`config.mk`:
```
export PLATFORM = sky130hd
export DESIGN_NAME = memStageReg_flat
export DESIGN_NICKNAME = d
export VERILOG_FILES = /design/src/memStagePkg.sv /design/src/memIfs.sv /design/src/memStageReg.sv /design/src/flat_wrapper.sv
export SDC_FILE = /design/constraint.sdc
export NUM_CORES = 1
export LEC_CHECK = 0
export BUFFER_PORTS_ARGS = -buffer_cell sky130_fd_sc_hd__clkbuf_2
export CORE_UTILIZATION = 40
export CTS_BUF_LIST = sky130_fd_sc_hd__clkbuf_4 sky130_fd_sc_hd__clkbuf_8
export CTS_CLUSTER_SIZE = 40
export DETAILED_ROUTE_END_ITERATION = 10
export PLACE_DENSITY = 0.77
export SYNTH_ARGS = -nofsm -noshare
export SYNTH_HDL_FRONTEND = slang
export SYNTH_SLANG_ARGS = --single-unit
```
`constraint.sdc`:
```
create_clock -name clk -period 0.8 [get_ports clk]
set_input_delay 0 -clock clk [delete_from_list [all_inputs] [get_ports clk]]
set_output_delay 0 -clock clk [all_outputs]
set_load 0.02 [all_outputs]
```
`src/memStagePkg.sv`:
```
// shared opcode, exception-code and writeback-select types plus CP0 constants for the MEM stage
package memStagePkg;

    // memory-stage opcode, decoded upstream
    typedef enum logic [3:0] {
        OP_NONE = 4'd0,
        OP_LW   = 4'd1,
        OP_LB   = 4'd2,
        OP_LBU  = 4'd3,
        OP_SW   = 4'd4,
        OP_SB   = 4'd5,
        OP_MFC0 = 4'd6,
        OP_MTC0 = 4'd7,
        OP_ERET = 4'd8
    } memOp_e;

    // Cause.ExcCode values, EXC_NONE sits on a reserved code
    typedef enum logic [4:0] {
        EXC_INT  = 5'd0,
        EXC_ADEL = 5'd4,
        EXC_ADES = 5'd5,
        EXC_SYS  = 5'd8,
        EXC_RI   = 5'd10,
        EXC_OV   = 5'd12,
        EXC_NONE = 5'd31
    } excCode_e;

    // writeback source
    typedef enum logic [1:0] {
        WB_LINK = 2'd0, // pc + 8
        WB_ALU  = 2'd1,
        WB_LOAD = 2'd2,
        WB_CP0  = 2'd3
    } wbSel_e;

    // CP0 register numbers, select 0 only
    localparam logic [4:0] CP0_BADVADDR = 5'd8;
    localparam logic [4:0] CP0_STATUS   = 5'd12;
    localparam logic [4:0] CP0_CAUSE    = 5'd13;
    localparam logic [4:0] CP0_EPC      = 5'd14;

    // handler entry points
    localparam logic [31:0] VEC_BOOT   = 32'hBFC0_0380;
    localparam logic [31:0] VEC_NORMAL = 32'h8000_0180;

endpackage

```
`src/memIfs.sv`:
```
// interfaces for the MEM-stage instruction bundle and the CP0/exception handshake
`timescale 1ns/1ps

interface memPipeIf;
    import memStagePkg::*;

    logic        valid;
    memOp_e      op;
    logic [31:0] pc;
    logic [31:0] aluOut;    // also the data address
    logic [31:0] storeData; // rt value, also MTC0 data
    logic [4:0]  dst;
    logic        regsWr;
    wbSel_e      wbSel;
    logic [4:0]  cp0Addr;
    excCode_e    excIn;     // code passed down from execute

    modport stage (
        output valid, op, pc, aluOut, storeData, dst, regsWr, wbSel, cp0Addr, excIn
    );

    modport sink (
        input valid, op, pc, aluOut, storeData, dst, regsWr, wbSel, cp0Addr, excIn
    );
endinterface


```
`src/memStageReg.sv`:
```
// execute-to-memory pipeline register, loaded on memWr and cleared to a bubble by memFlush
`timescale 1ns/1ps

module memStageReg (
    input  logic                  clk,
    input  logic                  rst,
    input  logic                  memFlush,
    input  logic                  memWr,
    input  memStagePkg::memOp_e   exeOp,
    input  logic [31:0]           exePc,
    input  logic [31:0]           exeAluOut,
    input  logic [31:0]           exeStoreData,
    input  logic [4:0]            exeDst,
    input  logic                  exeRegsWr,
    input  memStagePkg::wbSel_e   exeWbSel,
    input  logic [4:0]            exeCp0Addr,
    input  memStagePkg::excCode_e exeExcCode,
    memPipeIf.stage               pipe
);
    import memStagePkg::*;

    logic exeLive;

    // anything that touches memory, CP0, a register or carries a fault counts
    assign exeLive = (exeOp != OP_NONE) || exeRegsWr || (exeExcCode != EXC_NONE);

    // control part, cleared by reset and flush
    always_ff @(posedge clk) begin
        if (rst || memFlush) begin
            pipe.valid  <= 1'b0;
            pipe.regsWr <= 1'b0;
            pipe.op     <= OP_NONE;
        end else if (memWr) begin
            pipe.valid  <= exeLive;
            pipe.regsWr <= exeRegsWr;
            pipe.op     <= exeLive ? exeOp : OP_NONE;
        end
    end

    // payload, only the valid bit qualifies it
    always_ff @(posedge clk) begin
        if (memWr) begin
            pipe.pc        <= exePc;
            pipe.aluOut    <= exeAluOut;
            pipe.storeData <= exeStoreData;
            pipe.dst       <= exeDst;
            pipe.wbSel     <= exeWbSel;
            pipe.cp0Addr   <= exeCp0Addr;
            pipe.excIn     <= exeExcCode;
        end
    end

    // a bubble never carries an opcode into the memory or CP0 logic
    bubbleNoOp: assert property (
        @(posedge clk) disable iff (rst)
        !pipe.valid |-> (pipe.op == OP_NONE)
    ) else $error("memStageReg: opcode %0d on an invalid slot", pipe.op);

endmodule

```
`src/flat_wrapper.sv`:
```
// flat-port wrapper written by rule: the top's interface ports become plain ports
module memStageReg_flat import memStagePkg::*;
  (clk, rst, memFlush, memWr, exeOp, exePc, exeAluOut, exeStoreData, exeDst, exeRegsWr, exeWbSel, exeCp0Addr, exeExcCode, pipe_valid, pipe_op, pipe_pc, pipe_aluOut, pipe_storeData, pipe_dst, pipe_regsWr, pipe_wbSel, pipe_cp0Addr, pipe_excIn);
  memPipeIf pipe_i ();
  input  logic clk;
  input  logic rst;
  input  logic memFlush;
  input  logic memWr;
  input  memStagePkg::memOp_e exeOp;
  input  logic [31:0] exePc;
  input  logic [31:0] exeAluOut;
  input  logic [31:0] exeStoreData;
  input  logic [4:0] exeDst;
  input  logic exeRegsWr;
  input  memStagePkg::wbSel_e exeWbSel;
  input  logic [4:0] exeCp0Addr;
  input  memStagePkg::excCode_e exeExcCode;
  output wire logic [$bits(pipe_i.valid)-1:0] pipe_valid;
  output wire logic [$bits(pipe_i.op)-1:0] pipe_op;
  output wire logic [$bits(pipe_i.pc)-1:0] pipe_pc;
  output wire logic [$bits(pipe_i.aluOut)-1:0] pipe_aluOut;
  output wire logic [$bits(pipe_i.storeData)-1:0] pipe_storeData;
  output wire logic [$bits(pipe_i.dst)-1:0] pipe_dst;
  output wire logic [$bits(pipe_i.regsWr)-1:0] pipe_regsWr;
  output wire logic [$bits(pipe_i.wbSel)-1:0] pipe_wbSel;
  output wire logic [$bits(pipe_i.cp0Addr)-1:0] pipe_cp0Addr;
  output wire logic [$bits(pipe_i.excIn)-1:0] pipe_excIn;
  assign pipe_valid = pipe_i.valid;
  assign pipe_op = pipe_i.op;
  assign pipe_pc = pipe_i.pc;
  assign pipe_aluOut = pipe_i.aluOut;
  assign pipe_storeData = pipe_i.storeData;
  assign pipe_dst = pipe_i.dst;
  assign pipe_regsWr = pipe_i.regsWr;
  assign pipe_wbSel = pipe_i.wbSel;
  assign pipe_cp0Addr = pipe_i.cp0Addr;
  assign pipe_excIn = pipe_i.excIn;
  memStageReg u_core (.clk(clk), .rst(rst), .memFlush(memFlush), .memWr(memWr), .exeOp(exeOp), .exePc(exePc), .exeAluOut(exeAluOut), .exeStoreData(exeStoreData), .exeDst(exeDst), .exeRegsWr(exeRegsWr), .exeWbSel(exeWbSel), .exeCp0Addr(exeCp0Addr), .exeExcCode(exeExcCode), .pipe(pipe_i));
endmodule
```
==> results.env, run 1 <==
SYNTHESIS.AREA_PER_INSTANCE_UM2=26.4
SYNTH_SEQ_AREA_SHARE_PCT=96.4
POST-CTS-SETUP-BUFFERS=1
CTS.SINKS=119
PLACED_CELL_COUNT=491
YOSYS_SYNTHESIS_WARNING_COUNT=0
STD_CELL_ROWS=34
DP_HPWL_UM=6210
MAX-CLOCK-PATH-BUFFERS=2
CELLS_AFTER_SYNTHESIS=138
CTSHTREEMAXLEVEL=4
GP_CONGESTION=0.714
PORT_BUFFERS=240
FLOW.STOPPED_AT='clock tree synthesis (4_1_cts)'
PIN_COUNT=241
SYN-CELL-AREA_UM2=3640
CLOCKROOTBUFFER='clkbuf_8'
POST_CTS.RESIZED_INSTANCES=22
POST_SYNTH_NUM_CELL_TYPES=11
CTS_MADE_BUFFERS=17
DIE_Y_UM=97.4
ERROR_LINE='[ERROR RSZ-0060] Max buffer count reached.'
OUTCOME='did not finish'
POSTCTSHOLDBUFS=106
SYN_NETS=260
DIEWIDTH_UM=97.4
FLOORPLAN.INITIALDENSITY_PCT=41.6
YS_SEQ_ELEMENTS=119
==> synth_stat cells <==
master    count  area (um^2)
nor2_1        6         22.5
nor3_1        1         5.00
buf_4         1         7.51
buf_2         1         5.00
nand4b_1      2         17.5
edfxtp_1    113         3390
nor3_2        1         10.0
mux2i_1       5         50.1
or3_1         1         6.26
or2_0         1         6.26
dfxtp_1       6          120
==> logic make-up after synthesis <==
logic type,Yosys count,synth area share (%)
AND/OR/NAND/NOR,12,1.85
multiplexers,5,1.37
buffers and inverters,2,0.343
flip-flops,119,96.4
==> per-stage QoR <==
stage	hold WS (ps)	setup WS (ps)	instance area [um^2]	TNS [ps]
global placement	177	-2.16	5050	-2.16
floorplan	98.9	135	3640	0
detailed placement	179	-17.1	5050	-17.1
==> run 2: changes to the inputs <==
--- a/config.mk
+++ b/config.mk
@@ -6,11 +6,9 @@
 export NUM_CORES = 1
 export LEC_CHECK = 0
 export BUFFER_PORTS_ARGS = -buffer_cell sky130_fd_sc_hd__clkbuf_2
-export CORE_UTILIZATION = 40
-export CTS_BUF_LIST = sky130_fd_sc_hd__clkbuf_4 sky130_fd_sc_hd__clkbuf_8
-export CTS_CLUSTER_SIZE = 40
+export CORE_UTILIZATION = 25
 export DETAILED_ROUTE_END_ITERATION = 10
-export PLACE_DENSITY = 0.77
+export PLACE_DENSITY_LB_ADDON = 0.15
 export SYNTH_ARGS = -nofsm -noshare
 export SYNTH_HDL_FRONTEND = slang
 export SYNTH_SLANG_ARGS = --single-unit
==> run 2 against run 1 <==
The flow now finishes, with violations (negative setup slack). Synthesized area unchanged. Synthesized cell count unchanged.
==> results.env, run 2 <==
SYNTH_TOP_CELLS_BY_AREA='edfxtp_1 93%, dfxtp_1 3.3%, mux2i_1 1.4%'
ANT_NETS=0
CRITPATHMAXSTAGEDELAY_PS=410
ROUTED_WIRELENGTH_UM=10400
CTSHTREEMAXLEVEL=4
STDCELL_COUNT=717
POST_SYNTH_NUM_CELL_TYPES=11
FLOORPLAN.INITIALDENSITY_PCT=25.9
SYNTH_SEQ_AREA_SHARE_PCT=96.4
DIEWIDTH_UM=123
DP_HPWL_UM=6710
LAYOUT.CELLS.MOST_COMMON='clkbuf_2'
SYNTHESIS.AREA_PER_INSTANCE_UM2=26.4
PIN_COUNT=241
YOSYS.AREA.TOP_TYPE_SHARE_PCT=93.1
LARGEST_REGISTERS='u_core.pipe.aluOut: 32 flops, u_core.pipe.pc: 32 flops, u_core.pipe.storeData: 32 flops'
ANTENNA_CELLS=0
FP.COREAREA_UM2=14000
CRITICAL_PATH.TOP_DELAY_FAMILY='flip-flops'
LAYOUT-DRIVE-GT1-SHARE_PCT=53.8
GLOBAL_ROUTE.USAGE.TOTAL_PCT=13.5
DIE-AREA_UM2=15100
CTS.SINKS=119
FINAL_PERIOD_MINUS_WORST_SETUP_SLACK_PS=971
CTS_MADE_BUFFERS=17
FINAL-SETUP-VIOL-COUNT=119
SYN_NETS=260
SYN_TO_FINAL_GROWTH_PCT=106
PORT_BUFFERS=240
TIMING.SLEW.HEADROOM_PCT=76.1
TOTAL_LEAKAGE_POWER_uW=0.00320
MAX-VDD-IR-DROP_mV=1.48
VIASPERCELL=3.88
SETUP_WS_PS=-171
CLOCKROOTBUFFER='clkbuf_16'
PWR_DENSITY_CELL_nW_PER_UM2=2280
DIE_Y_UM=123
WORST-SLEW-PIN-TRANSITION_PS=359
CELLS_AFTER_SYNTHESIS=138
CLKLATENCYLATEPIN_PS=400
YS_SEQ_ELEMENTS=119
CRITICALPATHCATEGORY='flop to primary output'
POST-ROUTE-UTIL_PCT=53.4
SYNTH_EDF_COUNT=113
OUTCOME='finished with violations'
VIOLATIONS_IN_THE_FINAL_REPORTS='negative setup slack'
PLACED_CELL_COUNT=567
FINALHOLDVIOLCOUNT=0
REG2REG_SLACK_PS=60
STD_CELL_ROWS=43
WORSTPATHMAXFANOUT=1
DPL-INSTANCE-AREA_UM2=5170
CRIT_PATH_START_KIND='flop'
WORST-PATH-BUF-INV=1
FINAL_CELL_MIX='119 x clkbuf_2, 118 x dlygate4sd3_1, 113 x edfxtp_1'
GRT_FIRST_PASS_WIRELENGTH_UM=14600
DRT-WIRELENGTH-PER-CELL_UM=14.4
GP_CONGESTION=0.765
TRITONCTS='built'
CRITICAL_PATH_CELL_SEQUENCE='buf_8'
FIN_CRIT_SH_PCT=121
SYNTH_TOP_CELL_BY_AREA='edfxtp_1'
DRC=0
TIMING.FMAX_GHz=1.03
CP.ARRIVAL_PS=970
DRT_PRE_ANTENNA_ITERS=4
SYNTHFLOPTYPE='edfxtp_1'
ASYNC_RESET_FF_SHARE_PCT=0
TIMING.CRITICAL_PATH.REQUIRED_PS=800
FIRST_GLOBAL_VIAS=3031
CLK_PIN_SLEW_WORST_PATHS_PS=50
MAX_CAP_VIOLATIONS=0
YOSYS_SYNTHESIS_WARNING_COUNT=0
VIA_COUNT=2782
DETAILED_ROUTE_ITER0_VIOLATIONS=94
SYNTH.TOP_CELLS.BY_COUNT='113 x edfxtp_1, 6 x dfxtp_1, 6 x nor2_1'
MAX-CLOCK-PATH-BUFFERS=2
FIN_SKEW_PS=0
FINALNETCOUNT=646
MAXSLEWVIOLCOUNT=0
GRT_REMAINING_OVERFLOW=0
PIN_COUNT_OF_THE_BIGGEST_NET_ENTERING_GLOBAL_ROUTING=34
ANTENNA_VIOLATIONS_BEFORE_REPAIR=0
DESIGN_AREA_UM2=7500
WORST_PATH_MAX_DELAY_CELL='edfxtp_1'
TIMING.HOLD.WORST.CLASS='primary input to flop'
SETUP_REPAIR_AFTER_GLOBAL_ROUTING_MISSED_ITS_MARGIN='yes'
SYNTHMOSTINSTANTIATEDCELL='edfxtp_1'
WORST_SETUP_PATH_END_KIND='primary output'
SYN-CELL-AREA_UM2=3640
run 2: cell counts after synthesis:
Identical to the previous run, type by type.
run 2: through the flow:
step / hold slack, ps / TNS (ps) / setup slack [ps] / total power, uW
4_1_cts: 33.5 / -19090 / -216 / 16900
3_5_place_dp: 179 / -1600 / -28.9 / 9210
2_1_floorplan: 98.9 / 0 / 135 / 8280
5_1_grt: 18.7 / -20150 / -224 / 17700
3_3_place_gp: 177 / -1090 / -25.0 / 9200
6_report: 7.02 / -14980 / -171 / 17100
run 2: timing repair:
| item | 4_1_cts | 5_1_grt |
|---|---|---|
| gates cloned | 0 | 0 |
| buffers inserted | 1 | 0 |
| hold endpoints to repair | 118 | 0 |
| endpoints found under the setup margin | 119 | 120 |
| hold buffers | 118 | 0 |
| resized for setup | 22 | 283 |
| pin swaps | 0 | 2 |
run 2: final timing paths:
path | startpoint | cells after the start | endpoint
worst max-delay path | u_core.pipe.storeData[30]$_DFFE_PP_ | 1 | pipe_storeData[30]
worst min-delay path | exeOp[2] | 4 | u_core.pipe.valid$_SDFFE_PP0P_
worst max register to register | u_core.pipe.valid$_SDFFE_PP0P_ | 3 | u_core.pipe.valid$_SDFFE_PP0P_
worst min register to register | u_core.pipe.regsWr$_SDFFE_PP0P_ | 2 | u_core.pipe.regsWr$_SDFFE_PP0P_
run 2: power by group:
group | total, uW | internal [uW] | switching, uW
Clock | 7050 | 4480 | 2570
Sequential | 7570 | 7370 | 201
Combinational | 2460 | 1350 | 1120
run 2: cell families after synthesis:
kind of cell | count (synthesis) | synth area share (%)
buffers and inverters | 2 | 0.343
DFF | 119 | 96.4
muxes | 5 | 1.37
and+or+nand+nor | 12 | 1.85
run 2: layout make-up:
class / instances / area, um^2
clock buffers: 23 / 478
clock inverters: 9 / 75.1
flip-flops and latches: 119 / 3520
multi-input cells: 17 / 125
repair buffers: 369 / 3070
well taps: 180 / 225
fillers: 1150 / 6540
run 2: metal layers:
metal  global-route usage [%]  share of wire, %  wire length (um)  vias to the layer above
li1                         -                 -                 -                     1324
met1                     14.2                38              3920                     1277
met2                     22.0                50              5180                      162
met3                     6.32               9.5               987                       19
met4                     8.16               2.6               265                        0
met5                        0                 0                 0                        -
(Power assumes the default switching activity.)
==> run 3: changes to the inputs <==
==> constraint.sdc (replaced) <==
create_clock -name clk -period 1.2 [get_ports clk]
set_input_delay 0 -clock clk [delete_from_list [all_inputs] [get_ports clk]]
set_output_delay 0 -clock clk [all_outputs]
set_load 0.02 [all_outputs]
==> run 3 against run 2 <==
The flow now finishes without violations. Flip-flop and latch count unchanged. Worst setup slack better by 350 ps. Sequential power is 34% lower. Power decreased by 33%. Largest cell class unchanged. Highest routed layer unchanged.
==> results.env, run 3 (synthesis gave the netlist of run 2 again) <==
R2R_START='u_core.pipe.op[2]$_SDFFE_PP0P_'
MIN_DELAY_PATH_DEPTH=3
HP-START='memFlush'
FINAL_SUM_OF_NEGATIVE_SETUP_SLACK_PS=0
TIMING.HOLD.WORST.CLASS='primary input to flop'
TRITONCTS='built'
CTSHTREEMAXLEVEL=4
TIMING.CRITICAL_PATH.REQUIRED_PS=1300
CTS_MADE_BUFFERS=17
DIE_Y_UM=123
VIASPERCELL=3.85
PIN_COUNT=241
VIA_COUNT=2752
FINAL_PERIOD_MINUS_WORST_SETUP_SLACK_PS=1020
FP.COREAREA_UM2=14000
CTS.SINKS=119
FINALNETCOUNT=643
WORSTREGTOREGCELLS=2
CLOCKROOTBUFFER='clkbuf_16'
PWR_DENSITY_CELL_nW_PER_UM2=1660
SYN_TO_FINAL_GROWTH_PCT=90.6
DPL_WORST_SLACK_PS=291
WORSTPATHMAXFANOUT=34
TIMING.SLEW.HEADROOM_PCT=77.2
DRC=0
DETAILED_ROUTE_ITER0_VIOLATIONS=115
REG2REG_SLACK_PS=580
ANTENNA_CELLS=0
DIE-AREA_UM2=15100
CP.ARRIVAL_PS=1120
CRITICALPATHCATEGORY='primary input to flop'
TOTAL_LEAKAGE_POWER_uW=0.00304
DIEWIDTH_UM=123
FIN_SKEW_PS=0
ANT_NETS=0
CLK_PIN_SLEW_WORST_PATHS_PS=50
GRT_REMAINING_OVERFLOW=0
MAXSLEWVIOLCOUNT=0
MAX-CLOCK-PATH-BUFFERS=2
POST-CTS-SETUP-BUFFERS=0
WORSTREG2REGEND='u_core.pipe.op[2]$_SDFFE_PP0P_'
DRT-WIRELENGTH-PER-CELL_UM=13.7
OUTCOME='complete, no violations'
WORST-SLEW-PIN-TRANSITION_PS=342
PORT_BUFFERS=240
FINALHOLDVIOLCOUNT=0
CRIT_PATH_START_KIND='primary input'
PIN_COUNT_OF_THE_BIGGEST_NET_ENTERING_GLOBAL_ROUTING=35
FINAL-SETUP-VIOL-COUNT=0
GP_CONGESTION=0.732
TIMING.FMAX_GHz=0.981
LAYOUT-DRIVE-GT1-SHARE_PCT=52.4
FLOORPLAN.INITIALDENSITY_PCT=25.9
GLOBAL_ROUTE.USAGE.TOTAL_PCT=13.4
MAX_CAP_VIOLATIONS=0
FIRST_GLOBAL_VIAS=2986
SETUP_REPAIR_AFTER_GLOBAL_ROUTING_MISSED_ITS_MARGIN='no'
ANTENNA_VIOLATIONS_BEFORE_REPAIR=0
DRT_PRE_ANTENNA_ITERS=4
FINAL_CELL_MIX='239 x clkbuf_2, 119 x dlygate4sd3_1, 113 x edfxtp_1'
SETUP_WS_PS=181
DP_HPWL_UM=6540
POST_CTS.RESIZED_INSTANCES=0
WORST_SETUP_PATH_END_KIND='flop'
MAX-VDD-IR-DROP_mV=0.726
GRT_FIRST_PASS_WIRELENGTH_UM=14400
CLKLATENCYLATEPIN_PS=400
FIN_CRIT_SH_PCT=85.0
POSTCTSHOLDBUFS=119
WORST_HOLD_ENDPOINT='u_core.pipe.regsWr$_SDFFE_PP0P_'
LAYOUT.CELLS.MOST_COMMON='clkbuf_2'
ROUTED_WIRELENGTH_UM=9790
LARGEST_REGISTERS='u_core.pipe.aluOut: 32 flops, u_core.pipe.pc: 32 flops, u_core.pipe.storeData: 32 flops'
STD_CELL_ROWS=43
==> run 3: cell types whose count changed in the layout (fill, tap and decap cells not counted), moves of 3 or more <==
cell / change
dfxtp_1: +6
buf_2: -31
dfxtp_2: -5
clkbuf_2: +120
buf_4: -5
clkbuf_1: -3
buf_8: -7
buf_6: -80
==> run 3: worst max-delay path by stage <==
stage,startpoint,endpoint
6_report,memWr,u_core.pipe.pc[9]$_DFFE_PP_
2_1_floorplan,u_core.pipe.valid$_SDFFE_PP0P_,u_core.pipe.valid$_SDFFE_PP0P_
3_5_place_dp,memWr,u_core.pipe.storeData[16]$_DFFE_PP_
4_1_cts,u_core.pipe.aluOut[9]$_DFFE_PP_,pipe_aluOut[9]
3_3_place_gp,memWr,u_core.pipe.pc[9]$_DFFE_PP_
5_1_grt,u_core.pipe.aluOut[9]$_DFFE_PP_,pipe_aluOut[9]
==> run 3: worst max-delay path: stages <==
cell and delay, ps:
dlygate4sd3_1 520, buf_4 310, buf_12 260
==> run 3: area by class of cell <==
| type | count | area (um^2) |
|---|---|---|
| clock buffer | 20 | 467 |
| clock inverter | 12 | 150 |
| fill | 1194 | 7100 |
| multi-input combinational | 17 | 118 |
| sequential | 119 | 3510 |
| tap | 180 | 225 |
| timing repair buffer | 366 | 2470 |
==> run 3: metrics by stage <==
stage	hold WS, ps	std cells	total power (uW)	util (%)	instance area, um^2
final	88.4	714	11500	49.5	6950
after global routing	103	714	12000	49.5	6950
after CTS	65.7	714	11700	49.5	6950
after detailed placement	179	563	6130	36.6	5140
after global placement	177	563	6120	36.6	5140
after floorplan	98.9	138	5520	-	3640
==> run 3: metal layers <==
| metal | global-route usage [%] | vias up | wire [um] |
|---|---|---|---|
| li1 | - | 1319 | - |
| met3 | 7.20 | 13 | 961 |
| met4 | 6.25 | 0 | 165 |
| met1 | 14.1 | 1264 | 3810 |
| met5 | 0 | - | 0 |
| met2 | 21.9 | 156 | 4850 |
==> run 3: power by group <==
part	internal [uW]	total [uW]	switching [uW]	leakage [uW]
logic	619	1350	734	0.00158
registers	4900	4990	88.7	0.00115
clock network	3420	5180	1770	0.000298
total	8940	11500	2590	0.00304
==> run 4: changes to the inputs <==
==> constraint.sdc (replaced) <==
create_clock -name clk -period 0.9 [get_ports clk]
set_input_delay 0 -clock clk [delete_from_list [all_inputs] [get_ports clk]]
set_output_delay 0 -clock clk [all_outputs]
set_load 0.02 [all_outputs]
==> run 4 against run 3 <==
The run now ends with negative hold slack, negative setup slack left. Largest cell class unchanged. Non-clock buffer count unchanged. Flip-flop and latch count unchanged. Critical endpoint is now pipe_storeData[30]. Critical path depth down 2. Register-to-register slack worse by 340 ps. Via count is 2.7% higher. Highest routed layer unchanged. Final cell count stayed put.
==> results.env, run 4 (synthesis gave the netlist of run 2 again) <==
CRITICALPATHCATEGORY='flop to primary output'
TIMING.HOLD.WORST.CLASS='primary input to flop'
DRT_PRE_ANTENNA_ITERS=4
VIOLATIONS_IN_THE_FINAL_REPORTS='negative hold slack, negative setup slack'
SETUP_REPAIR_AFTER_GLOBAL_ROUTING_MISSED_ITS_MARGIN='yes'
STDCELL_COUNT=714
ANT_NETS=0
FIN_CRIT_SH_PCT=108
TRITONCTS='built'
STD_CELL_ROWS=43
WORST_PATH_MAX_DELAY_CELL='edfxtp_1'
WORSTREG2REGEND='u_core.pipe.regsWr$_SDFFE_PP0P_'
FP.COREAREA_UM2=14000
WORST-PATH-BUF-INV=1
CP.ARRIVAL_PS=970
DRC=0
MAX_CAP_VIOLATIONS=0
FINALNETCOUNT=643
POST-ROUTE-UTIL_PCT=54.0
POST-CTS-SETUP-BUFFERS=0
CLK_PIN_SLEW_WORST_PATHS_PS=50
R2R_START='u_core.pipe.regsWr$_SDFFE_PP0P_'
FINAL_PERIOD_MINUS_WORST_SETUP_SLACK_PS=972
TIMING.FMAX_GHz=1.03
PIN_COUNT=241
HP-START='exeOp[1]'
GRT_FIRST_PASS_WIRELENGTH_UM=14300
CRITICAL_PATH.TOP_DELAY_FAMILY='flip-flops'
FINAL_SUM_OF_NEGATIVE_SETUP_SLACK_PS=-3460
GP_CONGESTION=0.742
TIMING.SLEW.HEADROOM_PCT=75.8
CTS.SINKS=119
DP_HPWL_UM=6690
FINAL_CELL_MIX='118 x dlygate4sd3_1, 117 x clkbuf_2, 113 x edfxtp_1'
WORST_HOLD_ENDPOINT='u_core.pipe.op[1]$_SDFFE_PP0P_'
MAX-VDD-IR-DROP_mV=1.06
CTS_MADE_BUFFERS=17
PIN_COUNT_OF_THE_BIGGEST_NET_ENTERING_GLOBAL_ROUTING=34
ANTENNA_VIOLATIONS_BEFORE_REPAIR=0
CRITICAL_PATH_CELL_SEQUENCE='buf_8'
DIE_Y_UM=123
FIRST_GLOBAL_VIAS=2929
DIE-AREA_UM2=15100
WORST-SLEW-PIN-TRANSITION_PS=362
CLKLATENCYLATEPIN_PS=400
ANTENNA_CELLS=0
ROUTED_WIRELENGTH_UM=10400
MAX-CLOCK-PATH-BUFFERS=2
CTSHTREEMAXLEVEL=4
FIN_SKEW_PS=0
CRITPATHLAUNCH='u_core.pipe.storeData[30]$_DFFE_PP_'
SYN_TO_FINAL_GROWTH_PCT=108
SETUP_WS_PS=-71.9
LAYOUT.CELLS.MOST_COMMON='dlygate4sd3_1'
WORSTPATHMAXFANOUT=1
CRIT_PATH_START_KIND='flop'
FLOORPLAN.INITIALDENSITY_PCT=25.9
REG2REG_SLACK_PS=240
LAYOUT-DRIVE-GT1-SHARE_PCT=53.6
HOLDWS_PS=-30.6
WORST_SETUP_PATH_END_KIND='primary output'
MIN_DELAY_PATH_DEPTH=3
FINAL-SETUP-VIOL-COUNT=113
GRT_REMAINING_OVERFLOW=0
DETAILED_ROUTE_ITER0_VIOLATIONS=108
TIMING.CRITICAL_PATH.REQUIRED_PS=900
CP_NUM_CELLS=1
CRITPATHMAXSTAGEDELAY_PS=410
WORSTREGTOREGCELLS=2
MAXSLEWVIOLCOUNT=0
PWR_DENSITY_CELL_nW_PER_UM2=2080
VIA_COUNT=2825
GLOBAL_ROUTE.USAGE.TOTAL_PCT=13.2
FINALHOLDVIOLCOUNT=1
OUTCOME='finished with violations'
CLOCKROOTBUFFER='clkbuf_16'
DIEWIDTH_UM=123
DPL_WORST_SLACK_PS=31.9
PLACED_CELL_COUNT=565
VIASPERCELL=3.96
DRT-WIRELENGTH-PER-CELL_UM=14.6
TOTAL_LEAKAGE_POWER_uW=0.00325
PORT_BUFFERS=240
LARGEST_REGISTERS='u_core.pipe.aluOut: 32 flops, u_core.pipe.pc: 32 flops, u_core.pipe.storeData: 32 flops'
run 4: cell types whose count changed in the layout (fill, tap and decap cells not counted), sizes merged:
cell,change
buf,+119
clkbuf,-120
clkinv,+1
clkinvlp,-1
dlymetal6s4s,+2
dlygate4sd3,-1
run 4: routing by layer:
layer | up-vias | GRT usage [%] | routed length, um
met5 | - | 0 | 0
met1 | 1324 | 13.5 | 3640
met2 | 162 | 21.5 | 5440
met3 | 16 | 7.25 | 1140
met4 | 0 | 7.16 | 197
li1 | 1323 | - | -
run 4: area by class of cell:
type	count	area, um^2
Clock buffer	20	457
Clock inverter	12	151
Fill cell	1134	6460
Multi-Input combinational cell	17	134
Sequential cell	119	3520
Tap cell	180	225
Timing Repair Buffer	366	3090
run 4: where the power goes:
part	switching (uW)	internal [uW]
combinational	997	1210
clock	2320	4480
sequential	182	6550
total	3500	12200
run 4: how the worst max path moves through the flow:
stage                                                  end
after global routing                    pipe_storeData[30]
final                                   pipe_storeData[30]
after detailed placement  u_core.pipe.aluOut[29]$_DFFE_PP_
after global placement         u_core.pipe.pc[9]$_DFFE_PP_
after CTS                               pipe_storeData[30]
after floorplan             u_core.pipe.valid$_SDFFE_PP0P_
run 4: worst register-to-register path, cell delays in order, from the launching register on:
cell and delay [ps]:
dfxtp_2 330, mux2i_1 150, nor2_1 60
run 4: metrics by stage:
step	power [uW]	cell area (um^2)
after floorplan	7360	3640
after global placement	8170	5150
after detailed placement	8180	5150
after CTS	15500	7040
after global routing	16300	7580
final	15700	7580
run 4: timing repair:
action | in CTS | in global routing
hold buffers | 119 | 1
pin swaps | 0 | 2
resized for setup | 24 | 291
endpoints found under the setup margin | 119 | 120
endpoints found under the hold margin | 121 | 1
